`src/verilog/div_pkg.sv`:
```
package div_pkg;

	localparam int xlen       = 64;
	localparam int bus_width  = 32;
	localparam int adr_width  = 4;
	localparam int step_width = 7;

	typedef logic [xlen-1:0]       xlen_t;      // operand or result word
	typedef logic [bus_width-1:0]  bus_data_t;  // wishbone data word
	typedef logic [adr_width-1:0]  bus_adr_t;   // word address, bus bits 5:2
	typedef logic [step_width-1:0] step_cnt_t;  // holds up to 64 steps

	// register map, one 32-bit word per address
	localparam bus_adr_t reg_dvd_lo = 4'd0;
	localparam bus_adr_t reg_dvd_hi = 4'd1;
	localparam bus_adr_t reg_dvs_lo = 4'd2;
	localparam bus_adr_t reg_dvs_hi = 4'd3;
	localparam bus_adr_t reg_ctrl   = 4'd4;
	localparam bus_adr_t reg_status = 4'd5;
	localparam bus_adr_t reg_quo_lo = 4'd6;
	localparam bus_adr_t reg_quo_hi = 4'd7;
	localparam bus_adr_t reg_rem_lo = 4'd8;
	localparam bus_adr_t reg_rem_hi = 4'd9;

	localparam int ctrl_signed_bit = 0;  // signed division
	localparam int ctrl_word_bit   = 1;  // 32-bit word form
	localparam int status_busy_bit = 0;
	localparam int status_done_bit = 1;  // sticky until next start

	localparam step_cnt_t steps_double = 7'd64;
	localparam step_cnt_t steps_word   = 7'd32;

	typedef enum logic [1:0] {
		st_idle,
		st_run,
		st_done
	} div_state_t;

endpackage
```
`src/verilog/div_wb_top.sv`:
```
module div_wb_top
	import div_pkg::*;
(
	input  logic      clk,
	input  logic      rst_n,
	input  logic      cyc,
	input  logic      stb,
	input  logic      we,
	input  bus_adr_t  adr,
	input  bus_data_t dat_w,
	output bus_data_t dat_r,
	output logic      ack
);

	logic  start;
	logic  signed_op;
	logic  word_op;
	xlen_t dividend;
	xlen_t divisor;
	logic  load;
	logic  step;
	logic  busy;
	logic  finish;
	logic  last;
	xlen_t dividend_mag;
	xlen_t divisor_mag;
	logic  neg_quo;
	logic  neg_rem;
	logic  word_mode;
	xlen_t quo_raw;
	xlen_t rem_raw;
	xlen_t quotient;
	xlen_t remainder;

	div_wb_regs u_regs (
		.clk       (clk),
		.rst_n     (rst_n),
		.cyc       (cyc),
		.stb       (stb),
		.we        (we),
		.adr       (adr),
		.dat_w     (dat_w),
		.busy      (busy),
		.finish    (finish),
		.quotient  (quotient),
		.remainder (remainder),
		.dat_r     (dat_r),
		.ack       (ack),
		.start     (start),
		.signed_op (signed_op),
		.word_op   (word_op),
		.dividend  (dividend),
		.divisor   (divisor)
	);

	div_ctrl_fsm u_fsm (
		.clk    (clk),
		.rst_n  (rst_n),
		.start  (start),
		.last   (last),
		.load   (load),
		.step   (step),
		.busy   (busy),
		.finish (finish)
	);

	div_step_counter u_cnt (
		.clk       (clk),
		.rst_n     (rst_n),
		.load      (load),
		.step      (step),
		.word_mode (word_mode),  // registered copy, stable while stepping
		.last      (last)
	);

	div_operand_prep u_prep (
		.clk          (clk),
		.rst_n        (rst_n),
		.load         (load),
		.signed_op    (signed_op),
		.word_op      (word_op),
		.dividend     (dividend),
		.divisor      (divisor),
		.dividend_mag (dividend_mag),
		.divisor_mag  (divisor_mag),
		.neg_quo      (neg_quo),
		.neg_rem      (neg_rem),
		.word_mode    (word_mode)
	);

	div_shift_subtract u_dp (
		.clk          (clk),
		.rst_n        (rst_n),
		.load         (load),
		.step         (step),
		.dividend_mag (dividend_mag),
		.divisor_mag  (divisor_mag),
		.quo_raw      (quo_raw),
		.rem_raw      (rem_raw)
	);

	div_result_fix u_fix (
		.quo_raw   (quo_raw),
		.rem_raw   (rem_raw),
		.neg_quo   (neg_quo),
		.neg_rem   (neg_rem),
		.word_mode (word_mode),
		.quotient  (quotient),
		.remainder (remainder)
	);

endmodule

```
`src/verilog/div_result_fix.sv`:
```
module div_result_fix
	import div_pkg::*;
(
	input  xlen_t quo_raw,
	input  xlen_t rem_raw,
	input  logic  neg_quo,
	input  logic  neg_rem,
	input  logic  word_mode,
	output xlen_t quotient,
	output xlen_t remainder
);

	xlen_t quo_s;
	xlen_t rem_s;

	assign quo_s = neg_quo ? -quo_raw : quo_raw;
	assign rem_s = neg_rem ? -rem_raw : rem_raw;  // remainder takes the dividend sign

	// word forms always sign-extend, the unsigned ones included
	assign quotient = word_mode ? {{(xlen-bus_width){quo_s[bus_width-1]}}, quo_s[bus_width-1:0]}
	                            : quo_s;
	assign remainder = word_mode ? {{(xlen-bus_width){rem_s[bus_width-1]}}, rem_s[bus_width-1:0]}
	                             : rem_s;

endmodule

```
`src/verilog/div_shift_subtract.sv`:
```
module div_shift_subtract
	import div_pkg::*;
(
	input  logic  clk,
	input  logic  rst_n,
	input  logic  load,
	input  logic  step,
	input  xlen_t dividend_mag,
	input  xlen_t divisor_mag,
	output xlen_t quo_raw,
	output xlen_t rem_raw
);

	logic [2*xlen-1:0] rem_sr;  // partial remainder above, unconsumed dividend below
	xlen_t             dvs_q;
	xlen_t             quo_q;
	logic [xlen:0]     trial;

	// the upper half shifted left by one, minus the divisor
	assign trial = rem_sr[2*xlen-1:xlen-1] - {1'b0, dvs_q};

	always_ff @(posedge clk or negedge rst_n) begin
		if (!rst_n) begin
			rem_sr <= '0;
			dvs_q  <= '0;
			quo_q  <= '0;
		end else if (load) begin
			rem_sr <= {{xlen{1'b0}}, dividend_mag};
			dvs_q  <= divisor_mag;
			quo_q  <= '0;
		end else if (step) begin
			if (trial[xlen]) begin
				// borrow, so the divisor does not fit and only the shift happens
				rem_sr <= {rem_sr[2*xlen-2:0], 1'b0};
				quo_q  <= {quo_q[xlen-2:0], 1'b0};
			end else begin
				rem_sr <= {trial[xlen-1:0], rem_sr[xlen-2:0], 1'b0};
				quo_q  <= {quo_q[xlen-2:0], 1'b1};
			end
		end
	end

	assign quo_raw = quo_q;
	assign rem_raw = rem_sr[2*xlen-1:xlen];  // remainder sits in the upper half

endmodule

```
`src/verilog/div_operand_prep.sv`:
```
module div_operand_prep
	import div_pkg::*;
(
	input  logic  clk,
	input  logic  rst_n,
	input  logic  load,
	input  logic  signed_op,
	input  logic  word_op,
	input  xlen_t dividend,
	input  xlen_t divisor,
	output xlen_t dividend_mag,
	output xlen_t divisor_mag,
	output logic  neg_quo,
	output logic  neg_rem,
	output logic  word_mode
);

	logic  dvd_neg;
	logic  dvs_neg;
	logic  dvs_zero;
	xlen_t dvd_abs;
	xlen_t dvs_abs;

	assign dvd_neg  = signed_op && (word_op ? dividend[bus_width-1] : dividend[xlen-1]);
	assign dvs_neg  = signed_op && (word_op ? divisor[bus_width-1] : divisor[xlen-1]);
	assign dvs_zero = word_op ? (divisor[bus_width-1:0] == '0) : (divisor == '0);

	// the low word of a negation only depends on the low word, so word mode can reuse it
	assign dvd_abs = dvd_neg ? -dividend : dividend;
	assign dvs_abs = dvs_neg ? -divisor : divisor;

	// word dividend goes to the top so that 32 steps consume all of it
	assign dividend_mag = word_op ? {dvd_abs[bus_width-1:0], {bus_width{1'b0}}} : dvd_abs;
	assign divisor_mag  = word_op ? {{bus_width{1'b0}}, dvs_abs[bus_width-1:0]} : dvs_abs;

	always_ff @(posedge clk or negedge rst_n) begin
		if (!rst_n) begin
			neg_quo   <= 1'b0;
			neg_rem   <= 1'b0;
			word_mode <= 1'b0;
		end else if (load) begin
			neg_quo   <= (dvd_neg ^ dvs_neg) && !dvs_zero;  // keeps all ones on divide by zero
			neg_rem   <= dvd_neg;
			word_mode <= word_op;
		end
	end

endmodule

```
`src/verilog/div_step_counter.sv`:
```
module div_step_counter
	import div_pkg::*;
(
	input  logic clk,
	input  logic rst_n,
	input  logic load,
	input  logic step,
	input  logic word_mode,
	output logic last
);

	step_cnt_t count;
	step_cnt_t final_cnt;

	assign final_cnt = (word_mode ? steps_word : steps_double) - step_cnt_t'(1);

	always_ff @(posedge clk or negedge rst_n) begin
		if (!rst_n) begin
			count <= '0;
		end else if (load) begin
			count <= '0;
		end else if (step) begin
			count <= count + step_cnt_t'(1);  // stops at the full length after last
		end
	end

	assign last = step && (count == final_cnt);

endmodule

```
`src/verilog/div_ctrl_fsm.sv`:
```
module div_ctrl_fsm
	import div_pkg::*;
(
	input  logic clk,
	input  logic rst_n,
	input  logic start,
	input  logic last,
	output logic load,
	output logic step,
	output logic busy,
	output logic finish
);

	div_state_t state;
	div_state_t state_nxt;

	always_comb begin
		state_nxt = state;
		case (state)
			st_idle: begin
				if (load) begin  // operands are captured in this cycle
					state_nxt = st_run;
				end
			end
			st_run: begin
				if (last) begin
					state_nxt = st_done;
				end
			end
			st_done: state_nxt = st_idle;  // results are latched at this edge
			default: state_nxt = st_idle;
		endcase
	end

	always_ff @(posedge clk or negedge rst_n) begin
		if (!rst_n) begin
			state <= st_idle;
			load  <= 1'b0;
		end else begin
			state <= state_nxt;
			load  <= start;  // one cycle behind the control write
		end
	end

	assign step   = (state == st_run);
	assign busy   = load || (state != st_idle);  // covers the load cycle as well
	assign finish = (state == st_done);

endmodule

```
`src/verilog/div_wb_regs.sv`:
```
module div_wb_regs
	import div_pkg::*;
(
	input  logic      clk,
	input  logic      rst_n,
	input  logic      cyc,
	input  logic      stb,
	input  logic      we,
	input  bus_adr_t  adr,
	input  bus_data_t dat_w,
	input  logic      busy,
	input  logic      finish,
	input  xlen_t     quotient,
	input  xlen_t     remainder,
	output bus_data_t dat_r,
	output logic      ack,
	output logic      start,
	output logic      signed_op,
	output logic      word_op,
	output xlen_t     dividend,
	output xlen_t     divisor
);

	logic      req;
	logic      wr_en;
	logic      done;
	xlen_t     quo_q;
	xlen_t     rem_q;
	bus_data_t rd_data;

	assign req   = cyc && stb && !ack;  // new access, the ack cycle itself is skipped
	assign wr_en = req && we;

	always_ff @(posedge clk or negedge rst_n) begin
		if (!rst_n) begin
			ack <= 1'b0;
		end else begin
			ack <= req;
		end
	end

	always_ff @(posedge clk or negedge rst_n) begin
		if (!rst_n) begin
			dividend  <= '0;
			divisor   <= '0;
			signed_op <= 1'b0;
			word_op   <= 1'b0;
			start     <= 1'b0;
		end else begin
			start <= 1'b0;
			if (wr_en) begin
				case (adr)
					reg_dvd_lo: dividend[bus_width-1:0]    <= dat_w;
					reg_dvd_hi: dividend[xlen-1:bus_width] <= dat_w;
					reg_dvs_lo: divisor[bus_width-1:0]     <= dat_w;
					reg_dvs_hi: divisor[xlen-1:bus_width]  <= dat_w;
					reg_ctrl: begin
						if (!busy) begin  // a running division is left alone
							signed_op <= dat_w[ctrl_signed_bit];
							word_op   <= dat_w[ctrl_word_bit];
							start     <= 1'b1;
						end
					end
					default: ;  // status and results are read-only
				endcase
			end
		end
	end

	always_ff @(posedge clk or negedge rst_n) begin
		if (!rst_n) begin
			quo_q <= '0;
			rem_q <= '0;
			done  <= 1'b0;
		end else if (finish) begin
			quo_q <= quotient;
			rem_q <= remainder;
			done  <= 1'b1;
		end else if (start) begin
			done <= 1'b0;
		end
	end

	always_comb begin
		rd_data = '0;
		case (adr)
			reg_dvd_lo: rd_data = dividend[bus_width-1:0];
			reg_dvd_hi: rd_data = dividend[xlen-1:bus_width];
			reg_dvs_lo: rd_data = divisor[bus_width-1:0];
			reg_dvs_hi: rd_data = divisor[xlen-1:bus_width];
			reg_ctrl: begin
				rd_data[ctrl_signed_bit] = signed_op;
				rd_data[ctrl_word_bit]   = word_op;
			end
			reg_status: begin
				rd_data[status_busy_bit] = busy;
				rd_data[status_done_bit] = done;
			end
			reg_quo_lo: rd_data = quo_q[bus_width-1:0];
			reg_quo_hi: rd_data = quo_q[xlen-1:bus_width];
			reg_rem_lo: rd_data = rem_q[bus_width-1:0];
			reg_rem_hi: rd_data = rem_q[xlen-1:bus_width];
			default: rd_data = '0;  // unmapped words read as zero
		endcase
	end

	always_ff @(posedge clk or negedge rst_n) begin
		if (!rst_n) begin
			dat_r <= '0;
		end else if (req && !we) begin
			dat_r <= rd_data;  // valid together with ack
		end
	end

endmodule

```
`config.mk`:
```
export PLATFORM = sky130hd
export DESIGN_NAME = div_wb_top
export DESIGN_NICKNAME = d
export VERILOG_FILES = /design/src/verilog/div_pkg.sv /design/src/verilog/div_wb_top.sv /design/src/verilog/div_result_fix.sv /design/src/verilog/div_shift_subtract.sv /design/src/verilog/div_operand_prep.sv /design/src/verilog/div_step_counter.sv /design/src/verilog/div_ctrl_fsm.sv /design/src/verilog/div_wb_regs.sv
export SDC_FILE = /design/constraint.sdc
export NUM_CORES = 1
export LEC_CHECK = 0
export BUFFER_PORTS_ARGS = -buffer_cell sky130_fd_sc_hd__buf_4
export CAP_MARGIN = 30
export CORE_MARGIN = 1
export CORE_UTILIZATION = 45
export DETAILED_ROUTE_END_ITERATION = 6
export MAX_ROUTING_LAYER = met4
export PLACE_DENSITY_LB_ADDON = 0.3
export REMOVE_ABC_BUFFERS = 1
export SLEW_MARGIN = 10
export SYNTH_ARGS = -nofsm -noshare
export SYNTH_HDL_FRONTEND = slang
export SYNTH_SLANG_ARGS = --single-unit
```
`constraint.sdc`:
```
create_clock -name clk -period 10.5 [get_ports clk]
set_input_delay 0 -clock clk [delete_from_list [all_inputs] [get_ports clk]]
set_output_delay 0 -clock clk [all_outputs]
set_load 0.005 [all_outputs]
```
### After elaboration in Yosys (flattened, before gate mapping)

Cells that the tools add are included.

| cells by class | value |
|---|---|
| $add $sub $neg | 7 |
| bitwise logic cells | 2 |
| eq/ne operators | 14 |
| mux-type cells | 30 |
| reductions and logical operators | 25 |

Operator list:

| operator | number |
|---|---|
| 64-bit 2-to-1 mux | 10 |
| 128-bit 2-to-1 mux | 3 |
| 64-bit negation | 4 |
| 30-bit one-hot mux with 8 select lines | 1 |
| 65-bit by 64-bit subtractor with 65-bit output | 1 |
| 64-bit zero test | 1 |
| 32-bit zero test | 1 |
| 7-bit 2-to-1 mux | 3 |
| 2-bit one-hot mux with 10 select lines | 1 |
| 4-bit by 3-bit equality test with 1-bit output (second input constant) | 4 |
| 2-bit AND reduction | 5 |
| 1-bit 2-to-1 mux | 9 |
| 4-bit by 2-bit equality test with 1-bit output (second input constant) | 2 |
| 4-bit equality test (second input constant) | 2 |
| 1-bit logical AND | 8 |
| 7-bit by 1-bit adder with 7-bit output (second input constant) | 1 |
| 7-bit equality test | 1 |
| 7-bit by 1-bit subtractor with 7-bit output (second input constant) | 1 |
| 2-bit nonzero test | 3 |
| 4-bit by 1-bit equality test with 1-bit output (second input constant) | 1 |
| 4-bit zero test | 1 |
| 2-bit 2-to-1 mux | 2 |
| 2-bit one-hot mux with 2 select lines | 1 |
| 1-bit zero test | 3 |
| 9 further kinds | 9 |

| word-level totals | value |
|---|---|
| output and inout bits | 33 |
| logic and storage cells | 99 |
| bits of input ports | 41 |
| register bits | 562 |

### Logic depth before layout (Yosys ltp)

Gate-level depths: netlist (run 1).

| depth | value |
|---|---|
| depth after elaboration | 6 |
| mapped depth | 17 |
| mapped depth without buffers | 15 |

### Hierarchy

From an unflattened synthesis (run 1), not the netlist that was laid out.

| second synthesis, totals | value |
|---|---|
| cells, all modules | 3994 |
| area total of the unflattened synthesis | 37262.0 um^2 |

Modules (own cells, without submodules):

| module | cells an instance | instances | area each (um^2) |
|---|---|---|---|
| div_shift_subtract | 1735 | 1 | 15426.0 |
| div_wb_regs | 855 | 1 | 12739.7 |
| div_operand_prep | 819 | 1 | 5096.1 |
| div_result_fix | 542 | 1 | 3540.9 |
| div_step_counter | 33 | 1 | 339.1 |
| div_ctrl_fsm | 10 | 1 | 120.1 |

### Worst setup path after synthesis (run 1)

Ideal clock, no wire load.

| path | value |
|---|---|
| path type | reg2reg |
| from | reg u_dp.rem_sr[75] |
| to | reg u_regs.rem_q[57] |
| cell stages (with the launch flop) | 14 |
| setup slack | 6266 ps |
| clock period less this slack | 4234 ps |
| data required time | 10381 ps |
| buffers on the path | 1 |
| data arrival time | 4115 ps |
| cell sequence | dfrtp_1 or4_4 or4_4 or3_4 or2_1 buf_6 nand2b_4 or4_4 or4_4 or4_4 o31ai_2 xor2_1 o21ai_1 o21a_1 |

| on the way | value |
|---|---|
| cells in the longest elaborated chain, start to end | 3 |

RTL lines:

| element | line | source |
|---|---|---|
| start: declaration | div_shift_subtract.sv:14 | `logic [2*xlen-1:0] rem_sr;` |
| start signal: assignment | div_shift_subtract.sv:28 | `rem_sr <= {{xlen{1'b0}}, dividend_mag};` |
| start signal: assignment | div_shift_subtract.sv:34 | `rem_sr <= {rem_sr[2*xlen-2:0], 1'b0};` |
| start signal: assignment | div_shift_subtract.sv:37 | `rem_sr <= {trial[xlen-1:0], rem_sr[xlen-2:0], 1'b0};` |
| 64-bit negation | div_result_fix.sv:17 | `assign rem_s = neg_rem ? -rem_raw : rem_raw;` |
| 64-bit 2-to-1 mux | div_result_fix.sv:17 |  |
| 64-bit 2-to-1 mux | div_result_fix.sv:22 | `assign remainder = word_mode ? {{(xlen-bus_width){rem_s[bus_width-1]}}, rem_s[bus_width-1:0]}` |
| end signal: assignment | div_wb_regs.sv:77 | `rem_q <= remainder;` |
| end: declaration | div_wb_regs.sv:28 | `xlen_t rem_q;` |

No other way between the ends.
A chain may end at the register's enable or synchronous reset.

### Final worst setup path (run 1)

| path | value |
|---|---|
| from | reg u_dp.rem_sr[66] |
| to | reg u_dp.rem_sr[75] |

| on the way | value |
|---|---|
| cells in the longest elaborated chain, start to end | 4 |

RTL lines:

| element | line | source |
|---|---|---|
| 65-bit by 64-bit subtractor with 65-bit output | div_shift_subtract.sv:20 | `assign trial = rem_sr[2*xlen-1:xlen-1] - {1'b0, dvs_q};` |
| 128-bit 2-to-1 mux | div_shift_subtract.sv:32 | `if (trial[xlen]) begin` |
| 128-bit 2-to-1 mux | div_shift_subtract.sv:31 | `end else if (step) begin` |
| 128-bit 2-to-1 mux | div_shift_subtract.sv:27 | `end else if (load) begin` |

No other way between the ends. The select of a mux whose other input is x is not followed.

==> results.json, run 1 <==
{
  "drt-total-wl_mm": 108.8,
  "core_area_um2": 71610,
  "mostFrequentLayoutCells": "dfrtp_1 (558), nand2_1 (440), o21ai_0 (316)",
  "clock-sinks": 562,
  "cts_buffer_depth": 3,
  "maxCapViolations": 0,
  "ys_ff_latch": 562,
  "r2r_cells": 14,
  "ios": 74,
  "start_util": 0.4556,
  "drc": 0,
  "grt_pass1_vias": 26410,
  "cp.arrival_ps": 6300,
  "placedCellCount": 4431,
  "synthArstFlopShare": 1.000,
  "vdd_drop_max_uv": 189.1,
  "htree_levels": 3,
  "io_buffers": 73,
  "r2r_slack_ps": 4670,
  "cp_cell_sequence": "ha_1 -> o211ai_1 -> a21oi_1 -> o31ai_1 -> o221ai_1 -> a21oi_1 -> o21ai_1 -> a41o_1 -> a31oi_1 -> xor2_4 -> buf_4 -> nor2_1 -> a211oi_1 -> nor3_1",
  "row_count": 98,
  "synth_edf_count": 0,
  "crit_type": "reg -> reg",
  "antenna_left": 0,
  "dieArea_um2": 73580,
  "globalRouteOverflowTotal": 0,
  "nets": 3711,
  "post-place-ws_ps": 4893,
  "cts_setup_buffers": 0,
  "grt_max_degree": 173,
  "slew_headroom": 0.3195,
  "final_util": 0.5137,
  "antenna_found_initial": 3,
  "tightestPinTransition_ps": 1021,
  "slowest_stage": "xor2_4",
  "syn_to_final_growth_pct": 12.74,
  "max_stage_delay_ps": 780,
  "synth.yosys.seq_area_share": 0.4310,
  "stdcell_count": 4605,
  "leakagePower_uw": 0.01550,
  "path_clk_slew_ps": 60,
  "cts_tree": "done",
  "synthDistinctLibCells": 79,
  "numCtsBuffers": 67,
  "whs_ps": 10.71,
  "status": "completed",
  "fp.dieW_um": 271.3,
  "synth.largest_area_cell": "dfrtp_1",
  "drt_iter0_markers": 3089,
  "syn_inst": 3604,
  "worst_path_most_repeated_cell": "a21oi_1",
  "viasPerCell": 6.099,
  "synth.yosys.warnings": 0,
  "die_y_um": 271.3,
  "gp_congestion": 1.021,
  "start_kind": "flop",
  "hp-class": "in -> async",
  "yosys.area.top_type_share": 0.4310,
  "yosys-top-cells-area": "dfrtp_1 (43%), nand2_1 (5.1%), o21ai_0 (4.8%), xor2_1 (4.6%), mux2_2 (4.4%)",
  "wl_per_cell_um": 23.63,
  "endpoint_kind": "flop",
  "final_common_cell": "dfrtp_1",
  "drv_slew": 0,
  "dr.pass1.iters": 6,
  "postSynthAreaPerCell_um2": 9.053,
  "synth_ff_type": "dfrtp_1",
  "r2r-start": "u_dp.rem_sr[66]",
  "crit_fanout": 72,
  "drive_gt1_frac": 0.1152,
  "fin_crit_ps": 5830,
  "netlist_area_um2": 32630,
  "clk-insertion-delay-late_ps": 640,
  "power_density_nw_per_um2": 227.4,
  "timing.final.ws_setup_ps": 4670,
  "clockRootBuffer": "clkbuf_16",
  "hold_violations": 0,
  "cts_hold_buf": 43,
  "finalCritPeriodShare": 0.5553,
  "cts_resized": 0,
  "timing.fmax_ghz": 0.1715,
  "setup_viol": 0,
  "required_ps": 10970,
  "rsz0062_at_grt": "no",
  "fin_skew_ps": 45.18,
  "via_count": 28090,
  "setup_tns_ps": 0,
  "grtUsageTotal": 0.3015,
  "rr_endpoint": "u_dp.rem_sr[75]",
  "place_hpwl_mm": 77.60,
  "grt_pass1_wl_mm": 165.6
}
-- per-stage QoR --
step | power (µW) | instance area, µm²
2_1_floorplan | 5011 | 31720
3_3_place_gp | 5880 | 33890
3_5_place_dp | 5887 | 33900
4_1_cts | 8319 | 36610
5_1_grt | 8830 | 36780
6_report | 8363 | 36780
-- layer usage --
| metal | global-route usage | up-vias | routed length (µm) |
|---|---|---|---|
| li1 | - | 12990 | - |
| met1 | 0.4132 | 13880 | 48000 |
| met2 | 0.4442 | 1046 | 48260 |
| met3 | 0.06174 | 170 | 9095 |
| met4 | 0.09950 | 0 | 3453 |
| met5 | - | - | 0 |
-- synthesized netlist by cell type, drive strengths merged, types with 5 or more instances --
cell type / number
dfrtp: 562
mux2: 128
a211oi: 42
nand3: 31
and3: 15
nor3: 85
xor2: 173
o211ai: 35
and2: 6
o21a: 18
nor2b: 12
buf: 16
a22o: 31
o41ai: 27
xnor2: 133
nand2: 441
nor2: 250
or4: 33
or2: 15
ha: 69
o21bai: 11
mux2i: 67
o21ai: 327
inv: 99
a21oi: 243
nand4: 53
nand2b: 29
a311oi: 6
nor4: 14
a21o: 30
or3: 46
o31ai: 61
a31oi: 18
clkbuf: 222
o22a: 10
a22oi: 125
o22ai: 61
nand3b: 5
-- final cells by class --
cell class                 count  area (µm²)
sequential                   562       14070
tap                          950        1189
fill                        6709       34830
multi-input combinational   2705       17380
clock buffer                  89        1929
antenna                        1       2.502
inverter                      99       371.6
timing repair buffer         165        1491
clock inverter                34       346.6
-- where the power goes --
group          total, µW  switching (µW)  internal [µW]
Clock               2410            1030           1390
Combinational       3010            1840           1170
Sequential          2940             495           2440
Total               8360            3360           5000
-- kinds of logic (layout without fill, tap and decap cells) --
family,Yosys count,in the layout,share of synthesized area
other,0,1,0
AO/OA/AOI/OAI,1089,1089,0.2094
buffers and inverters,337,387,0.03904
XOR/XNOR,306,306,0.08214
flip-flops,562,562,0.4310
multiplexers,195,195,0.06473
AND/OR/NAND/NOR,1045,1045,0.1466
adder cells (fa/ha/maj),70,70,0.02707
-- worst max path at each step --
| stage | cells after the start | end | start |
|---|---|---|---|
| after floorplan | 4 | u_cnt.count[5] | u_fsm.state[1] |
| after global placement | 14 | u_dp.rem_sr[65] | u_dp.rem_sr[66] |
| after detailed placement | 14 | u_dp.rem_sr[65] | u_dp.rem_sr[66] |
| after CTS | 14 | u_dp.rem_sr[92] | u_dp.rem_sr[66] |
| after global routing | 13 | u_dp.rem_sr[64] | u_dp.rem_sr[66] |
| final | 14 | u_dp.rem_sr[75] | u_dp.rem_sr[66] |
-- sequential cells by signal (all words and copies together) (netlist names), 2 cells and up --
| signal | cells |
|---|---|
| u_dp.rem_sr | 128 |
| u_regs.quo_q | 64 |
| u_regs.rem_q | 64 |
| u_dp.dvs_q | 64 |
| u_cnt.count | 7 |
| u_regs.divisor | 64 |
| u_fsm.state | 2 |
| u_dp.quo_raw | 64 |
| u_regs.dat_r | 32 |
| u_regs.dividend | 64 |
-- critical path, delay by kind of cell (launching register included) --
kind / cells / cell delay, ps
compound gates: 9 / 2990
xor+xnor: 1 / 780
fa+ha+maj: 1 / 410
buf+inv: 1 / 710
flops: 1 / 480
simple gates: 2 / 210
No activity file was read; power rests on OpenSTA's default activity.
==> inputs of run 2 (changes only) <==
Clock period 10.5 ns to 5.8 ns, I/O delays scaled along.
==> results.json, run 2 (same netlist as run 1, synthesis figures left out) <==
{
  "htree_levels": 2,
  "required_ps": 6350,
  "drive_gt1_frac": 0.1112,
  "rsz0062_at_grt": "no",
  "row_count": 98,
  "wl_per_cell_um": 23.79,
  "die_y_um": 271.3,
  "largest_register_ffs": 128,
  "clock-sinks": 562,
  "crit_fanout": 8,
  "cp.arrival_ps": 5620,
  "clk-insertion-delay-late_ps": 660,
  "cts_buffer_depth": 3,
  "setup_viol": 0,
  "drv_slew": 0,
  "grt_pass1_vias": 26790,
  "regMostFlops": "u_dp.rem_sr",
  "core_area_um2": 71610,
  "numCtsBuffers": 61,
  "leakagePower_uw": 0.01546,
  "nets": 3703,
  "gp_congestion": 0.9983,
  "start_util": 0.4556,
  "p_sw_frac": 0.3986,
  "fin_crit_ps": 5075,
  "syn_to_final_growth_pct": 12.37,
  "finalPower_uw": 15150,
  "slowest_stage": "nor2_1",
  "antenna_left": 0,
  "fin_area_um2": 36660,
  "tightestPinTransition_ps": 994.2,
  "finalCritPeriodShare": 0.8749,
  "vdd_drop_max_uv": 378.2,
  "drt_iter0_markers": 3116,
  "viasPerCell": 6.129,
  "place_hpwl_mm": 78.24,
  "grtUsageTotal": 0.3015,
  "path_clk_slew_ps": 60,
  "final_common_cell": "dfrtp_1",
  "antenna_found_initial": 4,
  "status": "completed",
  "power_density_nw_per_um2": 413.1,
  "clockRootBuffer": "clkbuf_16",
  "hp-class": "in -> reg",
  "dr.pass1.iters": 6,
  "hold_violations": 0,
  "grt_max_degree": 149,
  "max_stage_delay_ps": 650,
  "p_seq_frac": 0.354,
  "mostFrequentLayoutCells": "dfrtp_1 (558), nand2_1 (440), o21ai_0 (316)",
  "crit_type": "reg -> reg",
  "cts_resized": 0,
  "cp_cell_sequence": "ha_1 -> o211ai_1 -> a21oi_1 -> o31ai_1 -> o221ai_1 -> a21oi_1 -> o21ai_1 -> a41o_1 -> a31oi_1 -> xor2_4 -> nor2_1 -> nand2_1 -> o32ai_1",
  "p_comb_frac": 0.364,
  "endpoint_kind": "flop",
  "maxCapViolations": 0,
  "fin_skew_ps": 43.09,
  "globalRouteOverflowTotal": 0,
  "via_count": 28150,
  "dieArea_um2": 73580,
  "ios": 74,
  "start_kind": "flop",
  "p_sw_uw": 6038,
  "cts_setup_buffers": 0,
  "internal-power_uw": 9109,
  "io_buffers": 73,
  "slew_headroom": 0.3372,
  "power_frac_clock": 0.282,
  "grt_pass1_wl_mm": 166.4,
  "placed_cell_area_um2": 34020,
  "timing.fmax_ghz": 0.1971,
  "r2r_slack_ps": 730,
  "fp.dieW_um": 271.3,
  "cts_tree": "done",
  "drc": 0,
  "worst_path_most_repeated_cell": "a21oi_1",
  "drt-total-wl_mm": 109.2
}
[run 2: worst paths after layout]
| path | from | endpoint | cells past startpoint |
|---|---|---|---|
| max in group asynchronous | rst_n | u_fsm.load | 4 |
| setup / recovery | u_dp.rem_sr[66] | u_dp.rem_sr[114] | 13 |
| hold / removal | adr[0] | u_regs.dat_r[1] | 6 |
| hold reg to reg | u_regs.start | u_fsm.load | 0 |
| min in group asynchronous | rst_n | u_regs.dividend[26] | 4 |
| setup reg to reg | u_dp.rem_sr[66] | u_dp.rem_sr[114] | 13 |
[run 2: power by group through the flow]
stage	registers (µW)	logic (µW)	clock network [µW]
after global placement	5380	5360	0
after global routing	5410	6100	4480
after detailed placement	5390	5380	0
final	5360	5510	4270
after CTS	5330	5440	4300
after floorplan	5040	4030	0
[run 2: repair_timing]
action	4_1_cts	5_1_grt
hold buffers	44	0
endpoints found under the setup margin	0	0
endpoints found under the hold margin	314	0
[run 2: layout make-up]
class / count / area [µm²]
Fill cell: 6689 / 34950
Multi-Input combinational cell: 2705 / 17380
Sequential cell: 562 / 14070
Clock buffer: 81 / 1733
Timing Repair Buffer: 163 / 1461
Tap cell: 950 / 1189
Clock inverter: 31 / 450.4
Inverter: 99 / 371.6
Antenna cell: 2 / 5.005
[run 2: metrics by stage]
stage	worst slack, ps	util	hold WS [ps]	setup TNS (ps)	std cells
final	725.4	0.5120	67.56	0	4593
after global routing	411.7	0.5120	129.8	0	4592
after CTS	779.9	0.5119	9.910	0	4591
after detailed placement	858.2	0.4750	18.46	0	4435
after global placement	1007	0.4744	16.76	0	4433
after floorplan	-4867	-	-295.6	-842560	3366
[run 2: layer usage]
layer	wire [µm]	GRT usage	vias to the layer above
li1	-	-	12940
met1	47880	0.4161	13910
met2	48500	0.4485	1116
met3	8711	0.04768	183
met4	4155	0.1062	0
met5	0	-	-
[run 2: worst max-delay path: cells and delay by family (launching register included)]
kind | cells | cell delay, ps
AOI/OAI and AO/OA | 9 | 2940
and+or+nand+nor | 2 | 1010
DFF | 1 | 470
adders and majority gates | 1 | 400
xor gates and xnor gates | 1 | 160
